**src/design/vrf_cfg_pkg.sv**
```systemverilog
package vrf_cfg_pkg;

  // Element and memory bus width
  parameter int unsigned ELEN_DEFAULT = 32;
  // Vector register length in bits
  parameter int unsigned VLEN_DEFAULT = 128;

  // Largest count is 32 elements (VLEN 128, ELEN 32, m8)
  parameter int unsigned CountWidth = 8;

  // Register group multiplier, signed code
  typedef enum logic signed [2:0] {
    mf8 = -3,
    mf4 = -2,
    mf2 = -1,
    m1  = 0,
    m2  = 1,
    m4  = 2,
    m8  = 3
  } vlmul_e;

  // Elements in one vector register
  function automatic int unsigned base_count(int unsigned vlen, int unsigned elen);
    return vlen / elen;
  endfunction

  // Fractional LMUL shifts right, grouped LMUL shifts left
  function automatic logic [CountWidth-1:0] elem_count(int unsigned base, vlmul_e lmul);
    int          shamt;
    int unsigned count;
    shamt = $signed(lmul);
    if (shamt < 0) begin
      count = base >> (-shamt);
    end else begin
      count = base << shamt;
    end
    return count[CountWidth-1:0];
  endfunction

endpackage

```
**src/design/vrf_ctrl_pkg.sv**
```systemverilog
package vrf_ctrl_pkg;

  // Steps selected for one element, rd_rs1 sits in bit 0
  typedef struct packed {
    logic wr_rd;
    logic rd_rs2;
    logic rd_rs1;
  } op_sel_t;

  // Sequencer states
  typedef enum logic [2:0] {
    IDLE,
    START,
    READ1,
    READ2,
    WRITE,
    LOAD,
    LOAD_WAITGNT,
    LOAD_WRITE
  } vrf_state_e;

  // Register file access issued in a cycle
  typedef enum logic [1:0] {
    STEP_NONE,
    STEP_RS1,
    STEP_RS2,
    STEP_RD
  } step_e;

  // Next selected step after the one just granted, STEP_NONE starts an element
  function automatic step_e next_step(op_sel_t sel, step_e after);
    if (after == STEP_NONE && sel.rd_rs1) return STEP_RS1;
    if ((after == STEP_NONE || after == STEP_RS1) && sel.rd_rs2) return STEP_RS2;
    if (after != STEP_RD && sel.wr_rd) return STEP_RD;
    return STEP_NONE;
  endfunction

endpackage

```
**src/design/vrf_interface.sv**
```systemverilog
module vrf_interface import vrf_cfg_pkg::*, vrf_ctrl_pkg::*; #(
  parameter int unsigned VLen      = VLEN_DEFAULT,
  parameter int unsigned ElemWidth = ELEN_DEFAULT
) (
  input  logic                   clk_i,
  input  logic                   rst_ni,

  // Vector unit
  input  logic                   req_i,
  input  logic                   memory_op_i,
  input  op_sel_t                sel_operation_i,
  input  vlmul_e                 lmul_i,
  input  logic [ElemWidth-1:0]   wdata_i,
  output logic [ElemWidth-1:0]   rdata_a_o,
  output logic [ElemWidth-1:0]   rdata_b_o,
  output logic                   vector_done_o,

  // Data memory
  output logic                   data_req_o,
  input  logic                   data_gnt_i,
  input  logic                   data_rvalid_i,
  output logic                   data_we_o,
  output logic [ElemWidth/8-1:0] data_be_o,
  output logic [ElemWidth-1:0]   data_wdata_o,
  input  logic [ElemWidth-1:0]   data_rdata_i,
  output logic                   data_load_addr_o,

  // Address unit
  output logic                   agu_load_o,
  output logic                   agu_get_rs1_o,
  output logic                   agu_get_rs2_o,
  output logic                   agu_get_rd_o,
  output logic                   agu_incr_o,

  // LSU
  output logic                   lsu_req_o,
  input  logic                   lsu_done_i
);

  // Whole words only
  localparam logic [ElemWidth/8-1:0] FixedBe = '1;

  logic cnt_load;
  logic cnt_dec;
  logic cnt_last;
  logic issue_rs1;
  logic issue_rs2;

  //////////////////////////////
  // Sequencer
  //////////////////////////////

  vrf_seq_fsm i_seq_fsm (
    .clk_i            (clk_i),
    .rst_ni           (rst_ni),
    .req_i            (req_i),
    .memory_op_i      (memory_op_i),
    .sel_operation_i  (sel_operation_i),
    .data_gnt_i       (data_gnt_i),
    .lsu_done_i       (lsu_done_i),
    .last_i           (cnt_last),
    .load_o           (cnt_load),
    .dec_o            (cnt_dec),
    .issue_rs1_o      (issue_rs1),
    .issue_rs2_o      (issue_rs2),
    .data_req_o       (data_req_o),
    .data_we_o        (data_we_o),
    .data_load_addr_o (data_load_addr_o),
    .agu_load_o       (agu_load_o),
    .agu_get_rs1_o    (agu_get_rs1_o),
    .agu_get_rs2_o    (agu_get_rs2_o),
    .agu_get_rd_o     (agu_get_rd_o),
    .agu_incr_o       (agu_incr_o),
    .lsu_req_o        (lsu_req_o),
    .vector_done_o    (vector_done_o)
  );

  vrf_iter_counter #(
    .VLen      (VLen),
    .ElemWidth (ElemWidth)
  ) i_iter_counter (
    .clk_i  (clk_i),
    .rst_ni (rst_ni),
    .load_i (cnt_load),
    .dec_i  (cnt_dec),
    .lmul_i (lmul_i),
    .last_o (cnt_last)
  );

  //////////////////////////////
  // Operands and write data
  //////////////////////////////

  vrf_operand_latch #(
    .ElemWidth (ElemWidth)
  ) i_operand_latch (
    .clk_i         (clk_i),
    .rst_ni        (rst_ni),
    .issue_rs1_i   (issue_rs1),
    .issue_rs2_i   (issue_rs2),
    .data_rvalid_i (data_rvalid_i),
    .data_rdata_i  (data_rdata_i),
    .rdata_a_o     (rdata_a_o),
    .rdata_b_o     (rdata_b_o)
  );

  assign data_be_o    = FixedBe;
  assign data_wdata_o = wdata_i;

endmodule

```
**src/design/vrf_iter_counter.sv**
```systemverilog
module vrf_iter_counter import vrf_cfg_pkg::*; #(
  parameter int unsigned VLen      = VLEN_DEFAULT,
  parameter int unsigned ElemWidth = ELEN_DEFAULT
) (
  input  logic   clk_i,
  input  logic   rst_ni,

  // Sequencer control
  input  logic   load_i,
  input  logic   dec_i,
  input  vlmul_e lmul_i,

  // Final element flag
  output logic   last_o
);

  // Elements per register at LMUL 1
  localparam int unsigned BaseCount = base_count(VLen, ElemWidth);

  logic [CountWidth-1:0] count_q;
  logic [CountWidth-1:0] count_d;

  always_comb begin
    count_d = count_q;
    if (load_i) begin
      count_d = elem_count(BaseCount, lmul_i);
    end else if (dec_i) begin
      count_d = count_q - 1'b1;
    end
  end

  always_ff @(posedge clk_i or negedge rst_ni) begin
    if (!rst_ni) begin
      count_q <= '0;
    end else begin
      count_q <= count_d;
    end
  end

  // One element left
  assign last_o = (count_q == CountWidth'(1));

endmodule

```
**src/design/vrf_operand_latch.sv**
```systemverilog
module vrf_operand_latch #(
  parameter int unsigned ElemWidth = 32
) (
  input  logic                 clk_i,
  input  logic                 rst_ni,

  // Granted operand reads
  input  logic                 issue_rs1_i,
  input  logic                 issue_rs2_i,

  // Memory response
  input  logic                 data_rvalid_i,
  input  logic [ElemWidth-1:0] data_rdata_i,

  // Captured operands
  output logic [ElemWidth-1:0] rdata_a_o,
  output logic [ElemWidth-1:0] rdata_b_o
);

  logic                 pending_q;
  logic                 target_b_q;
  logic [ElemWidth-1:0] rs1_q;
  logic [ElemWidth-1:0] rs2_q;

  // Response of the previous grant arrives with the next grant at the earliest
  always_ff @(posedge clk_i or negedge rst_ni) begin
    if (!rst_ni) begin
      pending_q  <= 1'b0;
      target_b_q <= 1'b0;
    end else if (issue_rs1_i || issue_rs2_i) begin
      pending_q  <= 1'b1;
      target_b_q <= issue_rs2_i;
    end else if (data_rvalid_i) begin
      pending_q  <= 1'b0;
    end
  end

  // Write responses leave the operands untouched
  always_ff @(posedge clk_i) begin
    if (data_rvalid_i && pending_q) begin
      if (target_b_q) begin
        rs2_q <= data_rdata_i;
      end else begin
        rs1_q <= data_rdata_i;
      end
    end
  end

  assign rdata_a_o = rs1_q;
  assign rdata_b_o = rs2_q;

endmodule

```
**src/design/vrf_seq_fsm.sv**
```systemverilog
module vrf_seq_fsm import vrf_ctrl_pkg::*; (
  input  logic    clk_i,
  input  logic    rst_ni,

  // Operation request
  input  logic    req_i,
  input  logic    memory_op_i,
  input  op_sel_t sel_operation_i,

  // Memory and LSU status
  input  logic    data_gnt_i,
  input  logic    lsu_done_i,

  // Element counter
  input  logic    last_i,
  output logic    load_o,
  output logic    dec_o,

  // Operand latch
  output logic    issue_rs1_o,
  output logic    issue_rs2_o,

  // Data memory
  output logic    data_req_o,
  output logic    data_we_o,
  output logic    data_load_addr_o,

  // Address unit
  output logic    agu_load_o,
  output logic    agu_get_rs1_o,
  output logic    agu_get_rs2_o,
  output logic    agu_get_rd_o,
  output logic    agu_incr_o,

  // LSU and pipeline
  output logic    lsu_req_o,
  output logic    vector_done_o
);

  vrf_state_e state_q, state_d;
  op_sel_t    sel_q, sel_d;
  logic       mem_q, mem_d;

  // Step issued this cycle and whether an arithmetic element closes
  step_e step;
  logic  elem_end;

  // State that follows a granted arithmetic step
  function automatic vrf_state_e step_state(step_e s);
    case (s)
      STEP_RS1: return READ1;
      STEP_RS2: return READ2;
      default:  return WRITE;
    endcase
  endfunction

  //////////////////////////////
  // Next state
  //////////////////////////////

  always_comb begin
    state_d          = state_q;
    sel_d            = sel_q;
    mem_d            = mem_q;
    step             = STEP_NONE;
    elem_end         = 1'b0;
    load_o           = 1'b0;
    dec_o            = 1'b0;
    issue_rs1_o      = 1'b0;
    issue_rs2_o      = 1'b0;
    data_req_o       = 1'b0;
    data_we_o        = 1'b0;
    data_load_addr_o = 1'b0;
    agu_load_o       = 1'b0;
    agu_get_rs1_o    = 1'b0;
    agu_get_rs2_o    = 1'b0;
    agu_get_rd_o     = 1'b0;
    agu_incr_o       = 1'b0;
    lsu_req_o        = 1'b0;
    vector_done_o    = 1'b0;

    case (state_q)
      IDLE: begin
        if (req_i) begin
          agu_load_o       = 1'b1;
          load_o           = 1'b1;
          data_load_addr_o = memory_op_i;
          sel_d            = sel_operation_i;
          mem_d            = memory_op_i;
          state_d          = START;
        end
      end

      START: begin
        if (mem_q) begin
          // Loads hand the first element to the LSU
          if (sel_q.wr_rd) begin
            lsu_req_o = 1'b1;
            state_d   = LOAD;
          end else begin
            state_d = IDLE;
          end
        end else begin
          step = next_step(sel_q, STEP_NONE);
          if (step == STEP_NONE) begin
            state_d = IDLE;
          end
        end
      end

      READ1: begin
        step     = next_step(sel_q, STEP_RS1);
        elem_end = (step == STEP_NONE);
      end

      READ2: begin
        step     = next_step(sel_q, STEP_RS2);
        elem_end = (step == STEP_NONE);
      end

      WRITE: begin
        elem_end = 1'b1;
      end

      LOAD: begin
        if (lsu_done_i) begin
          step = STEP_RD;
        end
      end

      LOAD_WAITGNT: begin
        step = STEP_RD;
      end

      LOAD_WRITE: begin
        if (last_i) begin
          vector_done_o = 1'b1;
          state_d       = IDLE;
        end else begin
          dec_o     = 1'b1;
          lsu_req_o = 1'b1;
          state_d   = LOAD;
        end
      end

      default: begin
        state_d = IDLE;
      end
    endcase

    // Close the element, the next one starts only once its first step is granted
    if (elem_end) begin
      if (last_i) begin
        vector_done_o = 1'b1;
        state_d       = IDLE;
      end else begin
        step  = next_step(sel_q, STEP_NONE);
        dec_o = data_gnt_i;
      end
    end

    //////////////////////////////
    // Register file access
    //////////////////////////////

    if (step != STEP_NONE) begin
      data_req_o    = 1'b1;
      data_we_o     = (step == STEP_RD);
      agu_get_rs1_o = (step == STEP_RS1);
      agu_get_rs2_o = (step == STEP_RS2);
      agu_get_rd_o  = (step == STEP_RD);
      if (data_gnt_i) begin
        agu_incr_o  = 1'b1;
        issue_rs1_o = (step == STEP_RS1);
        issue_rs2_o = (step == STEP_RS2);
        state_d     = mem_q ? LOAD_WRITE : step_state(step);
      end else if (state_q == LOAD) begin
        state_d = LOAD_WAITGNT;
      end
    end
  end

  always_ff @(posedge clk_i or negedge rst_ni) begin
    if (!rst_ni) begin
      state_q <= IDLE;
      sel_q   <= '0;
      mem_q   <= 1'b0;
    end else begin
      state_q <= state_d;
      sel_q   <= sel_d;
      mem_q   <= mem_d;
    end
  end

endmodule

```
**config.mk**
```make
export PLATFORM = sky130hd
export DESIGN_NAME = vrf_interface
export DESIGN_NICKNAME = d
export VERILOG_FILES = /design/src/design/vrf_cfg_pkg.sv /design/src/design/vrf_ctrl_pkg.sv /design/src/design/vrf_interface.sv /design/src/design/vrf_iter_counter.sv /design/src/design/vrf_operand_latch.sv /design/src/design/vrf_seq_fsm.sv
export SDC_FILE = /design/constraint.sdc
export NUM_CORES = 1
export LEC_CHECK = 0
export BUFFER_PORTS_ARGS = -buffer_cell sky130_fd_sc_hd__buf_4
export CORE_ASPECT_RATIO = 1.4
export CORE_MARGIN = 2
export CORE_UTILIZATION = 49
export DETAILED_ROUTE_END_ITERATION = 10
export MAX_ROUTING_LAYER = met4
export PLACE_DENSITY = 0.95
export SLEW_MARGIN = 20
export SYNTH_ARGS = -nofsm -noshare
export SYNTH_HDL_FRONTEND = slang
export SYNTH_SLANG_ARGS = --single-unit
```
**constraint.sdc**
```tcl
create_clock -name clk_i -period 3.8 [get_ports clk_i]
set_input_delay 0.57 -clock clk_i [delete_from_list [all_inputs] [get_ports clk_i]]
set_output_delay 0.57 -clock clk_i [all_outputs]
set_load 0.03 [all_outputs]
```
==> impl_results.md <==
- Status: completed
- Via count: 2,430
- Clock Tree Root: clkbuf_8
- Via density: 5.42
- Final ANT Viol Nets: 0
- Drc violations: 0
- Worst path slowest cell: dfrtp_1
- Max Slew Vio Count: 0
- Max-Slew Margin vs Limit: 62.1%
- Seq pwr share: 39.2%
- VDD IR max: 0.509 mV
- Row count: 36
- Longest Clk Path Bufs: 2
- CP Class: reg2out
- Top-level I/O count: 187
- Synth top area cells: edfxtp_1 (54%), dfrtp_1 (12%), buf_4 (8.2%)
- Sequential area share after synthesis: 65.6%
- Number of synthesis warnings: 0
- Buffers & Inverters on Critical Path: 2
- Die area: 8010 µm²
- Power Density: 733 nW/µm²
- Int Power: 2.00 mW
- Global-route wire length before repair: 13,000 µm
- Distinct cell type count after synthesis: 53
- Nature of the critical path endpoint: output pin
- TritonCTS sink count: 81
- Post-synth ARST share: 21.0%
- DR WL/cell: 18.8 µm
- Sw Pwr: 1.32 mW
- P_leak: 1.84 nW
- Overall power: 3.33 mW
- R2R cell count: 13
- Synth Flop Type: edfxtp_1
- H-tree levels: 3
- Total Nets Final: 435
- Placer congestion estimate: 0.941
- Post-CTS Setup Inserts: 0
- Synthesized instance count: 256
- Worst hold-check path type: in2async
- EDFF count, synth: 64
- Hold violation total from the final report: 0
- Clk Latency, worst-skew pair: 0.35 ns
- Port Buffers: 118
- Share of post-route cells with drive strength above 1: 44.2%
- CTS tree: built
- Leading cell type in the layout, fill and taps excluded: buf_4
- Netlist Area Pre-Place: 3580 µm²
- Starting Density: 50.9%
- CP cell instances: ha_1, or3b_1, nor2_8, nor2_1, a21oi_2, o311ai_2, inv_1, ha_1, nor2b_2, buf_4
- Largest stage delay on the critical path: 0.42 ns
- Total Wirelength: 8440 µm
- Number of max-cap violations: 0
- Slew of the pin with the lowest slew margin: 0.564 ns
- Cell taking the most area after synthesis: edfxtp_1
- Worst slack, placed: 0.343 ns
- DP HPWL: 6390 µm
- Crit path max-delay family: simple AND/OR/NAND/NOR gates
- Setup-failing EPs final: 0
- Clock network power share: 19.8%
- Period utilisation layout: 91.2%
- Final WS setup: 0.336 ns
- Die Wd: 76.2 µm
- Overflow after GRT: 0
- Share of the synthesized area in the top cell type: 53.7%
- R2R Path End: i_seq_fsm.state_q[0]$_DFF_PN0_
- Syn avg cell area: 14.0 µm²
- Period minus WS final: 3.46 ns
- RSZ-0062 raised after global routing: false
- Vias in the first global route: 2,399
- Pin count of the biggest net entering global routing: 33
- Total GRT Usage: 21.9%
- Post-Layout Cell Count: 448
- Diode count: 0
- R2r setup slk: 0.85 ns
- Core Area: 7030 µm²
- Drt pass-1 iters: 5
- Comb power frac: 41.1%
- Post-layout util: 64.7%
- Area grow syn2layout: 26.9%
- Iter 0 DRT Violations: 270
- Fmax: 289 MHz
- Placed cell area: 4320 µm²
- Cells after DPL: 432
- Total Neg Setup Slack: 0 ns
- Hold_buf cts: 0
- Die Height: 105 µm
- Switching share of total power: 39.8%
- Most frequent cell on the critical path: ha_1
- Clock transition at path regs: 0.08 ns
- WP data arrival: 2.89 ns
- Yosys reg bits: 81
- Cell area after layout: 4540 µm²
- Initial antenna violation count: 0
- Most frequent cells in the layout: buf_4 (121), edfxtp_1 (64), dfrtp_1 (16)
- Worst reg2reg startpoint: i_iter_counter.count_q[1]$_DFFE_PN0P_
- CP startpoint kind: flop
- Final Skew: 0.00529 ns
- Crit path max fanout: 7
- Worst Path Required: 3.23 ns
- Hold WS: 0.0659 ns
- CTS buffer count: 9
## power groups by stage
stage / registers, mW / clock network [mW] / logic (mW)
2_1_floorplan: 1.37 / 0 / 0.933
3_3_place_gp: 1.30 / 0 / 1.28
3_5_place_dp: 1.32 / 0 / 1.35
4_1_cts: 1.30 / 0.674 / 1.36
5_1_grt: 1.33 / 0.704 / 1.48
6_report: 1.30 / 0.658 / 1.37
## registers in the layout (all words and copies together) (netlist names)
name / flops
i_seq_fsm.state_q: 3
i_seq_fsm.mem_q: 1
i_operand_latch.rdata_b_o: 32
i_operand_latch.target_b_q: 1
i_iter_counter.count_q: 8
i_operand_latch.pending_q: 1
i_seq_fsm.sel_q: 3
i_operand_latch.rdata_a_o: 32
## how the worst max path moves through the flow
stage	start	endpoint	slack [ns]	cells past startpoint
after detailed placement	i_seq_fsm.state_q[0]$_DFF_PN0_	agu_incr_o	0.34	8
after floorplan	i_iter_counter.count_q[0]$_DFFE_PN0P_	agu_incr_o	0.82	10
after global routing	i_seq_fsm.state_q[1]$_DFF_PN0_	agu_incr_o	0.08	8
after CTS	i_iter_counter.count_q[0]$_DFFE_PN0P_	agu_incr_o	0.03	10
final	i_iter_counter.count_q[0]$_DFFE_PN0P_	agu_incr_o	0.34	10
after global placement	i_seq_fsm.state_q[0]$_DFF_PN0_	agu_incr_o	0.64	8
## layer usage
metal  up-vias  GRT usage (%)  share of wire, %
met3        14           6.65                10
li1       1079              -                 -
met4         0           7.79               1.5
met2       179           36.2                50
met5         -              -                 0
met1      1158           25.3                38
## cells by family after synthesis
logic type,Yosys count,synth area share [%]
flops,81,65.6
buf+inv,54,9.79
compound gates,46,9.75
xor+xnor,6,1.47
simple gates,54,8.46
fa+ha+maj,10,3.50
other cells,1,0.105
mux,4,1.36
## layout make-up
class                           count  area [µm²]
Sequential cell                    81        2350
Timing Repair Buffer              121         908
Inverter                           11        41.3
Clock inverter                      5        62.6
Tap cell                           95         119
Multi-Input combinational cell    124         912
Clock buffer                       11         151
Fill cell                         495        2480
## synth_stat cells (all sizes together), types with 2 or more instances
cell type,count
nand2b,3
xnor2,5
a21oi,9
edfxtp,64
clkbuf,3
nand4,4
o221ai,2
a2111oi,2
nor2b,5
mux2,4
o21bai,2
dfrtp,17
ha,10
buf,40
o211ai,2
o21ai,17
inv,11
nor2,16
nand3,7
o311ai,2
nand2,8
## what timing repair did
item                                   CTS  global route
endpoints found under the hold margin    0             0
gates cloned                             0             0
pin swaps                                0             0
setup endpoints to repair                1             1
resized for setup                        1             2
No activity file was read; power rests on OpenSTA's default activity.
